**src/common/bch_pkg.sv**
```systemverilog
package bch_pkg;

    // code geometry
    localparam int CODE_N = 15;
    localparam int MSG_K  = 7;

    localparam logic [8:0] GEN_POLY = 9'b111010001;   // x^8+x^7+x^6+x^4+1
    localparam logic [4:0] GF_POLY  = 5'b10011;       // x^4+x+1

    // field constants, alpha and its inverse powers
    localparam logic [3:0] ALPHA      = 4'h2;
    localparam logic [3:0] ALPHA_INV  = 4'h9;         // alpha^14
    localparam logic [3:0] ALPHA_INV2 = 4'hd;         // alpha^13

    // ------------------------------------------------------------------
    // register map
    // ------------------------------------------------------------------
    localparam int AXIL_ADDR_W = 4;
    localparam int AXIL_DATA_W = 32;

    localparam logic [AXIL_ADDR_W-1:0] ADDR_DATA   = 4'h0;
    localparam logic [AXIL_ADDR_W-1:0] ADDR_CTRL   = 4'h4;
    localparam logic [AXIL_ADDR_W-1:0] ADDR_STATUS = 4'h8;
    localparam logic [AXIL_ADDR_W-1:0] ADDR_RESULT = 4'hc;

    localparam logic [1:0] RESP_OKAY = 2'b00;

    // corrector FSM encoding
    localparam logic [1:0] ST_IDLE     = 2'd0;
    localparam logic [1:0] ST_SYN_WAIT = 2'd1;
    localparam logic [1:0] ST_SEARCH   = 2'd2;
    localparam logic [1:0] ST_FINISH   = 2'd3;

    typedef logic [3:0] gf_elem_t;

    // one DATA word, read as a message in encode mode and as a received word in decode mode
    typedef union packed {
        logic [AXIL_DATA_W-1:0] raw;
        struct packed {
            logic [AXIL_DATA_W-MSG_K-1:0] pad;
            logic [MSG_K-1:0]             message;
        } msg;
        struct packed {
            logic [AXIL_DATA_W-CODE_N-1:0] pad;
            logic [CODE_N-1:0]             word;
        } cw;
    } bch_data_u;

    // ------------------------------------------------------------------
    // GF(16) arithmetic
    // ------------------------------------------------------------------
    function automatic gf_elem_t gf_mul(input gf_elem_t a, input gf_elem_t b);
        logic [7:0] prod;
        prod = '0;
        for (int i = 0; i < 4; i++)
            if (b[i])
                prod ^= 8'(a) << i;      // carry-less product
        for (int i = 7; i >= 4; i--)
            if (prod[i])
                prod ^= 8'(GF_POLY) << (i - 4);
        return prod[3:0];
    endfunction

    function automatic gf_elem_t gf_cube(input gf_elem_t a);
        return gf_mul(a, gf_mul(a, a));
    endfunction

    // inverse table, zero maps to zero
    function automatic gf_elem_t gf_inv(input gf_elem_t a);
        case (a)
            4'h1: return 4'h1;
            4'h2: return 4'h9;
            4'h3: return 4'he;
            4'h4: return 4'hd;
            4'h5: return 4'hb;
            4'h6: return 4'h7;
            4'h7: return 4'h6;
            4'h8: return 4'hf;
            4'h9: return 4'h2;
            4'ha: return 4'hc;
            4'hb: return 4'h5;
            4'hc: return 4'ha;
            4'hd: return 4'h4;
            4'he: return 4'h3;
            4'hf: return 4'h8;
            default: return 4'h0;
        endcase
    endfunction

endpackage

```
**src/common/bch_job_if.sv**
```systemverilog
`timescale 1ns/10ps

// one codec job, issued by the register slave
interface bch_job_if;
    import bch_pkg::*;

    logic      start;    // single-cycle pulse
    logic      decode;   // 1 = decode, 0 = encode
    bch_data_u data;     // snapshot of DATA taken at start
    logic      busy;

    modport host  (output start, output decode, output data, input busy);
    modport codec (input start, input decode, input data, output busy);
    modport view  (input start, input decode, input data);

endinterface

```
**src/common/bch_result_if.sv**
```systemverilog
`timescale 1ns/10ps

// finished result going back to the register slave
interface bch_result_if;
    import bch_pkg::*;

    logic               done;            // one-cycle pulse
    logic [CODE_N-1:0]  codeword;
    logic [MSG_K-1:0]   message;
    logic [1:0]         err_count;
    logic               uncorrectable;

    modport former (output done, output codeword, output message);
    modport status (output err_count, output uncorrectable);
    modport view   (input done, input codeword, input message, input err_count,
                    input uncorrectable);

endinterface

```
**src/rtl/axil_regs.sv**
```systemverilog
`timescale 1ns/10ps

module axil_regs (
    input  logic                              clk,
    input  logic                              rst,
    input  logic                              awvalid,
    input  logic [bch_pkg::AXIL_ADDR_W-1:0]   awaddr,
    output logic                              awready,
    input  logic                              wvalid,
    input  logic [bch_pkg::AXIL_DATA_W-1:0]   wdata,
    input  logic [bch_pkg::AXIL_DATA_W/8-1:0] wstrb,
    output logic                              wready,
    output logic                              bvalid,
    output logic [1:0]                        bresp,
    input  logic                              bready,
    input  logic                              arvalid,
    input  logic [bch_pkg::AXIL_ADDR_W-1:0]   araddr,
    output logic                              arready,
    output logic                              rvalid,
    output logic [bch_pkg::AXIL_DATA_W-1:0]   rdata,
    output logic [1:0]                        rresp,
    input  logic                              rready,
    bch_job_if.host                           job,
    bch_result_if.view                        result
);
    import bch_pkg::*;

    bch_data_u              data_reg;
    logic                   done_flag;       // sticky until next start
    logic [1:0]             err_count;
    logic                   uncorrectable;
    logic [CODE_N-1:0]      res_codeword;
    logic [MSG_K-1:0]       res_message;
    logic                   start_req;
    logic [AXIL_DATA_W-1:0] rd_mux;

    assign bresp = RESP_OKAY;
    assign rresp = RESP_OKAY;

    // start only from a CTRL write with bit 0 set while the codec is idle
    assign start_req = awready && (awaddr == ADDR_CTRL) && wstrb[0] && wdata[0] && !job.busy;

    // ------------------------------------------------------------------
    // write channel
    // ------------------------------------------------------------------
    always_ff @(posedge clk or posedge rst)
    begin
        if (rst)
        begin
            awready <= 1'b0;
            wready  <= 1'b0;
            bvalid  <= 1'b0;
        end
        else
        begin
            awready <= awvalid && wvalid && !awready && !bvalid;   // both together, one cycle
            wready  <= awvalid && wvalid && !awready && !bvalid;
            if (awready)
                bvalid <= 1'b1;
            else if (bready)
                bvalid <= 1'b0;
        end
    end

    always_ff @(posedge clk or posedge rst)
    begin
        if (rst)
        begin
            data_reg   <= '0;
            job.start  <= 1'b0;
            job.decode <= 1'b0;
            job.data   <= '0;
        end
        else
        begin
            job.start <= start_req;
            if (awready && awaddr == ADDR_DATA)
            begin
                for (int b = 0; b < AXIL_DATA_W/8; b++)
                    if (wstrb[b])
                        data_reg.raw[8*b +: 8] <= wdata[8*b +: 8];
            end
            if (start_req)
            begin
                job.decode <= wdata[1];
                job.data   <= data_reg;   // job works on a frozen copy
            end
        end
    end

    // status and result capture
    always_ff @(posedge clk or posedge rst)
    begin
        if (rst)
        begin
            done_flag     <= 1'b0;
            err_count     <= '0;
            uncorrectable <= 1'b0;
            res_codeword  <= '0;
            res_message   <= '0;
        end
        else if (start_req)
            done_flag <= 1'b0;
        else if (result.done)
        begin
            done_flag     <= 1'b1;
            err_count     <= result.err_count;
            uncorrectable <= result.uncorrectable;
            res_codeword  <= result.codeword;
            res_message   <= result.message;
        end
    end

    // ------------------------------------------------------------------
    // read channel
    // ------------------------------------------------------------------
    always_comb
    begin
        case (araddr)
            ADDR_DATA:   rd_mux = data_reg.raw;
            ADDR_CTRL:   rd_mux = {30'b0, job.decode, 1'b0};
            ADDR_STATUS: rd_mux = {27'b0, uncorrectable, err_count, done_flag, job.busy};
            ADDR_RESULT: rd_mux = {9'b0, res_message, 1'b0, res_codeword};
            default:     rd_mux = '0;    // unmapped
        endcase
    end

    always_ff @(posedge clk or posedge rst)
    begin
        if (rst)
        begin
            arready <= 1'b0;
            rvalid  <= 1'b0;
            rdata   <= '0;
        end
        else
        begin
            arready <= arvalid && !arready && !rvalid;
            if (arready)
            begin
                rvalid <= 1'b1;
                rdata  <= rd_mux;
            end
            else if (rready)
                rvalid <= 1'b0;
        end
    end

endmodule

```
**src/bch/bch_syndrome.sv**
```systemverilog
`timescale 1ns/10ps

module bch_syndrome (
    input  logic              clk,
    input  logic              rst,
    bch_job_if.view           job,
    output bch_pkg::gf_elem_t s1,
    output bch_pkg::gf_elem_t s3
);
    import bch_pkg::*;

    gf_elem_t s1_sum;
    gf_elem_t s3_sum;

    // r(alpha) and r(alpha^3), summing the powers of each set bit
    always_comb
    begin
        gf_elem_t pw;
        pw     = 4'h1;     // alpha^0
        s1_sum = '0;
        s3_sum = '0;
        for (int i = 0; i < CODE_N; i++)
        begin
            if (job.data.cw.word[i])
            begin
                s1_sum ^= pw;
                s3_sum ^= gf_cube(pw);   // (alpha^i)^3
            end
            pw = gf_mul(pw, ALPHA);
        end
    end

    // valid one cycle after start
    always_ff @(posedge clk or posedge rst)
    begin
        if (rst)
        begin
            s1 <= '0;
            s3 <= '0;
        end
        else if (job.start)
        begin
            s1 <= s1_sum;
            s3 <= s3_sum;
        end
    end

endmodule

```
**src/bch/bch_corrector.sv**
```systemverilog
`timescale 1ns/10ps

module bch_corrector (
    input  logic                         clk,
    input  logic                         rst,
    bch_job_if.codec                     job,
    input  bch_pkg::gf_elem_t            s1,
    input  bch_pkg::gf_elem_t            s3,
    output logic [bch_pkg::CODE_N-1:0]   fixed_word,
    output logic                         finish,
    bch_result_if.status                 result
);
    import bch_pkg::*;

    logic [1:0] state;
    logic [3:0] pos;          // bit position under test
    gf_elem_t   term1;        // sigma1 * alpha^-i
    gf_elem_t   term2;        // sigma2 * alpha^-2i
    logic [1:0] degree;       // locator degree
    logic [1:0] roots;
    logic [1:0] roots_next;
    gf_elem_t   s1_cube;
    gf_elem_t   sigma2;
    logic       hit;

    assign s1_cube    = gf_cube(s1);
    assign sigma2     = gf_mul(s3 ^ s1_cube, gf_inv(s1));   // (S3 + S1^3) / S1
    assign hit        = ((4'h1 ^ term1 ^ term2) == 4'h0);   // sigma(alpha^-i) == 0
    assign roots_next = roots + {1'b0, hit};

    assign job.busy = (state != ST_IDLE);
    assign finish   = (state == ST_FINISH);

    // ------------------------------------------------------------------
    // job FSM and Chien search
    // ------------------------------------------------------------------
    always_ff @(posedge clk or posedge rst)
    begin
        if (rst)
        begin
            state                <= ST_IDLE;
            pos                  <= '0;
            term1                <= '0;
            term2                <= '0;
            degree               <= '0;
            roots                <= '0;
            fixed_word           <= '0;
            result.err_count     <= '0;
            result.uncorrectable <= 1'b0;
        end
        else
        begin
            case (state)
                ST_IDLE:
                    if (job.start)
                    begin
                        fixed_word           <= job.data.cw.word;
                        result.err_count     <= '0;
                        result.uncorrectable <= 1'b0;
                        state                <= job.decode ? ST_SYN_WAIT : ST_FINISH;
                    end
                ST_SYN_WAIT:
                begin
                    // syndromes are valid here, classify them
                    pos    <= '0;
                    roots  <= '0;
                    term1  <= s1;
                    term2  <= sigma2;
                    degree <= (s3 == s1_cube) ? 2'd1 : 2'd2;
                    if (s1 == 4'h0)
                    begin
                        result.uncorrectable <= (s3 != 4'h0);   // S1 = 0, S3 != 0
                        state                <= ST_FINISH;
                    end
                    else
                        state <= ST_SEARCH;
                end
                ST_SEARCH:
                begin
                    if (hit)
                        fixed_word[pos] <= ~fixed_word[pos];
                    term1 <= gf_mul(term1, ALPHA_INV);
                    term2 <= gf_mul(term2, ALPHA_INV2);
                    roots <= roots_next;
                    pos   <= pos + 4'd1;
                    if (pos == CODE_N - 1)
                    begin
                        if (roots_next == degree)
                            result.err_count <= roots_next;
                        else
                            result.uncorrectable <= 1'b1;   // locator does not split
                        state <= ST_FINISH;
                    end
                end
                ST_FINISH:
                    state <= ST_IDLE;
                default:
                    state <= ST_IDLE;
            endcase
        end
    end

endmodule

```
**src/rtl/bch_result_former.sv**
```systemverilog
`timescale 1ns/10ps

module bch_result_former (
    input  logic                        clk,
    input  logic                        rst,
    bch_job_if.view                     job,
    input  logic [bch_pkg::CODE_N-1:0]  fixed_word,
    input  logic                        finish,
    bch_result_if.former                result
);
    import bch_pkg::*;

    logic [CODE_N-1:0] enc_word;
    logic [MSG_K-1:0]  dec_msg;

    // message x g(x)
    always_comb
    begin
        enc_word = '0;
        for (int i = 0; i < MSG_K; i++)
            if (job.data.msg.message[i])
                enc_word ^= CODE_N'(GEN_POLY) << i;
    end

    // long division by g(x), only the quotient is kept
    always_comb
    begin
        logic [CODE_N-1:0] rem;
        rem     = fixed_word;
        dec_msg = '0;
        for (int i = CODE_N - 1; i >= CODE_N - MSG_K; i--)
        begin
            if (rem[i])
            begin
                dec_msg[i - (CODE_N - MSG_K)] = 1'b1;
                rem ^= CODE_N'(GEN_POLY) << (i - (CODE_N - MSG_K));
            end
        end
    end

    always_ff @(posedge clk or posedge rst)
    begin
        if (rst)
            result.done <= 1'b0;
        else
            result.done <= finish;   // one cycle behind the corrector
    end

    always_ff @(posedge clk)
    begin
        if (finish)
        begin
            result.codeword <= job.decode ? fixed_word : enc_word;
            result.message  <= job.decode ? dec_msg : job.data.msg.message;
        end
    end

endmodule

```
**src/rtl/bch_top.sv**
```systemverilog
`timescale 1ns/10ps

module bch_top (
    input  logic                              clk,
    input  logic                              rst,
    input  logic                              awvalid,
    input  logic [bch_pkg::AXIL_ADDR_W-1:0]   awaddr,
    output logic                              awready,
    input  logic                              wvalid,
    input  logic [bch_pkg::AXIL_DATA_W-1:0]   wdata,
    input  logic [bch_pkg::AXIL_DATA_W/8-1:0] wstrb,
    output logic                              wready,
    output logic                              bvalid,
    output logic [1:0]                        bresp,
    input  logic                              bready,
    input  logic                              arvalid,
    input  logic [bch_pkg::AXIL_ADDR_W-1:0]   araddr,
    output logic                              arready,
    output logic                              rvalid,
    output logic [bch_pkg::AXIL_DATA_W-1:0]   rdata,
    output logic [1:0]                        rresp,
    input  logic                              rready
);
    import bch_pkg::*;

    gf_elem_t          s1;
    gf_elem_t          s3;
    logic [CODE_N-1:0] fixed_word;
    logic              finish;

    bch_job_if    job_if ();
    bch_result_if result_if ();

    // ------------------------------------------------------------------
    // register slave, then codec, then result
    // ------------------------------------------------------------------
    axil_regs u_regs (
        .clk     (clk),
        .rst     (rst),
        .awvalid (awvalid),
        .awaddr  (awaddr),
        .awready (awready),
        .wvalid  (wvalid),
        .wdata   (wdata),
        .wstrb   (wstrb),
        .wready  (wready),
        .bvalid  (bvalid),
        .bresp   (bresp),
        .bready  (bready),
        .arvalid (arvalid),
        .araddr  (araddr),
        .arready (arready),
        .rvalid  (rvalid),
        .rdata   (rdata),
        .rresp   (rresp),
        .rready  (rready),
        .job     (job_if.host),
        .result  (result_if.view)
    );

    bch_syndrome u_syndrome (
        .clk (clk),
        .rst (rst),
        .job (job_if.view),
        .s1  (s1),
        .s3  (s3)
    );

    bch_corrector u_corrector (
        .clk        (clk),
        .rst        (rst),
        .job        (job_if.codec),
        .s1         (s1),
        .s3         (s3),
        .fixed_word (fixed_word),
        .finish     (finish),
        .result     (result_if.status)
    );

    bch_result_former u_former (
        .clk        (clk),
        .rst        (rst),
        .job        (job_if.view),
        .fixed_word (fixed_word),
        .finish     (finish),
        .result     (result_if.former)
    );

endmodule

```
**config.mk**
```make
export PLATFORM = sky130hd
export DESIGN_NAME = bch_top
export DESIGN_NICKNAME = d
export VERILOG_FILES = /design/src/common/bch_pkg.sv /design/src/common/bch_job_if.sv /design/src/common/bch_result_if.sv /design/src/rtl/axil_regs.sv /design/src/bch/bch_syndrome.sv /design/src/bch/bch_corrector.sv /design/src/rtl/bch_result_former.sv /design/src/rtl/bch_top.sv
export SDC_FILE = /design/constraint.sdc
export NUM_CORES = 1
export LEC_CHECK = 0
export ABC_CLOCK_PERIOD_IN_PS = 5000
export BUFFER_PORTS_ARGS = -buffer_cell sky130_fd_sc_hd__buf_2
export CAP_MARGIN = 20
export CORE_ASPECT_RATIO = 1.1
export CORE_MARGIN = 8
export CORE_UTILIZATION = 54
export CTS_CLUSTER_DIAMETER = 30
export CTS_CLUSTER_SIZE = 30
export DETAILED_ROUTE_END_ITERATION = 8
export HOLD_SLACK_MARGIN = 0.05
export PLACE_DENSITY_LB_ADDON = 0.3
export SLEW_MARGIN = 30
export SYNTH_ARGS = -nofsm -noshare
export SYNTH_HDL_FRONTEND = slang
export SYNTH_SLANG_ARGS = --single-unit
```
**constraint.sdc**
```tcl
create_clock -name clk -period 5 [get_ports clk]
set_input_delay 1 -clock clk [delete_from_list [all_inputs] [get_ports clk]]
set_output_delay 1 -clock clk [all_outputs]
set_load 0.02 [all_outputs]
```
==> out/metrics.csv <==
metric,value,unit
final_core_util,62.2,%
holdWs,456,ps
synthTopCellsByArea,"dfrtp_1 43%, mux2_2 10%, edfxtp_1 6.9%",
p_leak,4.58,nW
drtPass1Iterations,4,
hp-class,flip-flop to flip-flop,
syn_area,9090,sq um
yosysTopAreaCellShare,42.7,%
finalSetupTns,0,ps
cts_root_buffer,clkbuf_16,
rsz0062_at_grt,false,
cpPeakStageDelay,660,ps
crit_path_cell_trace,"inv_1, ha_1, maj3_1, o21ai_0, xnor3_1, xnor2_1, nor2_1, xnor2_1, xnor3_1, o21ai_1",
ys_seq_elements,176,
routed_wl,20700,microns
pin_count,92,
ir_drop,264,uV
drive_gt1_share,24.2,%
core_area,16400,sq um
stdcell_area,10200,sq um
drtIter0Drc,329,
fp.dieArea,21200,sq um
grt-ovfl-total,0,
cp-start-kind,flip-flop,
ys_seq_area_share,49.6,%
cp_slowest_cell,dfrtp_1,
synth-edff-count,21,
track_usage,19.7,%
dr_total_vias,6441,
syn-instance-count,844,
period_share,67.6,%
cts_tree,yes,
setup_violations,0,
fin_worst_skew,6.90,ps
avgRoutedWirePerCell,18.5,microns
crit_family,XOR/XNOR gates,
num_rows,49,
grt_pass1_vias,6464,
worstSetupEndpointType,flip-flop,
post_cts_buffers,0,
htreeDepth,4,
worstSetupPathType,flip-flop to flip-flop,
synthArstFlopShare,88.1,%
ys_warn_count,0,
max_freq,296,MHz
arrival,3730,ps
finalMaxSlewViolations,0,
cts.clk_slew.worst_paths,70,ps
placed_area,9650,sq um
yosysTopAreaCell,dfrtp_1,
cts_buffers,17,
route.antenna.remaining_nets,0,
clock_latency,430,ps
area_growth,12.4,%
required,5360,ps
r2r_cells,10,
final_nets,975,
grt_pass1_wl,33700,microns
synth-main-ff-cell,dfrtp_1,
finalHoldViolCount,0,
num_antenna_cells,0,
cp_num_buf_inv,1,
hold_depth,1,
clock-sinks,176,
die_height,152,microns
p_per_area,449,nW/um^2
cts_resized,0,
synth_cell_types,53,
cts_buffer_depth,2,
hpwlAfterDp,14400,microns
relSlewSlack,44.4,%
place.port_buffers,87,
fp.dieW,140,microns
initial_core_util,55.3,%
antenna_found_initial,0,
grt_max_degree,156,
maxCapViolations,0,
syn_area_per_cell,10.8,sq um
worst_slew_pin_slew,835,ps
cts_hold_repair.buffers,0,
min_period,3380,ps
gp_congestion,0.911,
drc_errors,0,
status,"complete, no violations",
routed_via_density,5.74,
cp_num_cells,10,
cp_max_fo,14,
-- final timing paths --
path / to / slack, ps / startpoint
min in group asynchronous: u_regs.rdata[26]$_DFFE_PP0P_ / 780 / rst
max in group asynchronous: u_regs.job.decode$_DFFE_PP0P_ / 3560 / rst
hold / removal: u_regs.awready$_DFF_PP0_ / 460 / u_regs.bvalid$_DFFE_PP0P_
setup / recovery: u_corrector.term2[1]$_DFFE_PP0P_ / 1620 / u_syndrome.s1[1]$_DFFE_PP0P_
hold reg to reg: u_regs.awready$_DFF_PP0_ / 460 / u_regs.bvalid$_DFFE_PP0P_
setup reg to reg: u_corrector.term2[1]$_DFFE_PP0P_ / 1620 / u_syndrome.s1[1]$_DFFE_PP0P_
-- per-layer routing --
metal | GRT usage (%) | up-vias | part of all wire [%] | wire, microns
li1 | - | 3065 | - | -
met1 | 24.3 | 3140 | 42 | 8780
met2 | 32.6 | 200 | 49 | 10100
met3 | 5.05 | 36 | 6.3 | 1310
met4 | 7.45 | 0 | 2.4 | 492
met5 | 0 | - | 0 | 0
-- cell usage after synthesis, types with 2 or more instances --
master and number:
dfrtp_1 155, mux2_2 82, xnor2_1 66, nand2_1 57
o21ai_0 52, inv_1 51, a21oi_1 45, clkbuf_1 44
nor2_1 43, a22oi_1 27, o22ai_1 27, edfxtp_1 21
nand3_1 21, xor2_1 20, ha_1 18, mux2i_1 13
a21o_1 6, buf_4 6, nand2b_1 5, nand4_1 5
nor2b_1 5, nor3_1 5, o31ai_1 5, a31oi_1 4
mux4_2 4, nor4_1 4, o211ai_1 4, xnor3_1 4
and3_1 3, buf_1 3, nor3b_1 3, o21a_1 3
o2bb2ai_1 3, or3_1 3, a211o_1 2, a211oi_1 2
a32o_1 2, a32oi_1 2, and2_1 2, buf_2 2
o21ai_1 2, xnor2_2 2
-- through the flow --
stage | power (mW) | worst slack (ps) | cells
floorplan | 2.97 | 2010 | 847
global placement | 3.27 | 1710 | 1091
detailed placement | 3.31 | 1640 | 1091
CTS | 4.60 | 1610 | 1123
global route | 4.83 | 1310 | 1123
finish | 4.59 | 1620 | 1123
-- cells by family after synthesis --
family	count (synthesis)	synth area share, %
buffers and inverters	106	4.65
AOI/OAI and AO/OA	191	12.8
xor gates and xnor gates	92	9.64
muxes	99	12.6
DFF	176	49.6
other	1	0.0413
adders and majority gates	19	2.59
and+or+nand+nor	160	8.07
-- worst register-to-register path, cell delays in order, from the launching register on --
cell and delay (ps):
dfrtp_1 660, inv_1 250, ha_1 310, maj3_1 340, o21ai_0 240, xnor3_1 370
xnor2_1 360, nor2_1 110, xnor2_1 250, xnor3_1 260, o21ai_1 140
-- layout make-up --
cell class	count	area (sq um)
Fill cell	1314	6210
Inverter	51	195
Multi-Input combinational cell	565	4180
Clock buffer	18	439
Timing Repair Buffer	95	508
Sequential cell	176	4510
Clock inverter	14	131
Tap cell	204	255
-- power breakdown --
part,internal [mW],switching [mW],total [mW]
clock,0.705,0.573,1.28
sequential,1.76,0.212,1.98
combinational,0.556,0.777,1.33
-- layout by cell type (no fill, tap or decap), types with 4 or more instances in the layout --
| master | instances |
|---|---|
| buf_4 | 7 |
| a31oi_1 | 4 |
| xor2_1 | 20 |
| nand4_1 | 5 |
| xnor3_1 | 4 |
| nand3_1 | 21 |
| o31ai_1 | 5 |
| xnor2_1 | 66 |
| buf_2 | 87 |
| nor3_1 | 5 |
| a21oi_1 | 45 |
| clkbuf_16 | 17 |
| inv_6 | 4 |
| a22oi_1 | 27 |
| o211ai_1 | 4 |
| dfrtp_1 | 154 |
| mux4_2 | 4 |
| nor2b_1 | 5 |
| o22ai_1 | 27 |
| clkinvlp_4 | 7 |
| o21ai_0 | 52 |
| ha_1 | 17 |
| edfxtp_1 | 21 |
| a21o_1 | 6 |
| mux2i_1 | 13 |
| inv_1 | 50 |
| nand2b_1 | 5 |
| nor2_1 | 43 |
| conb_1 | 4 |
| nand2_1 | 57 |
| mux2_2 | 82 |
Note: power is estimated with default switching activity, not from simulation.
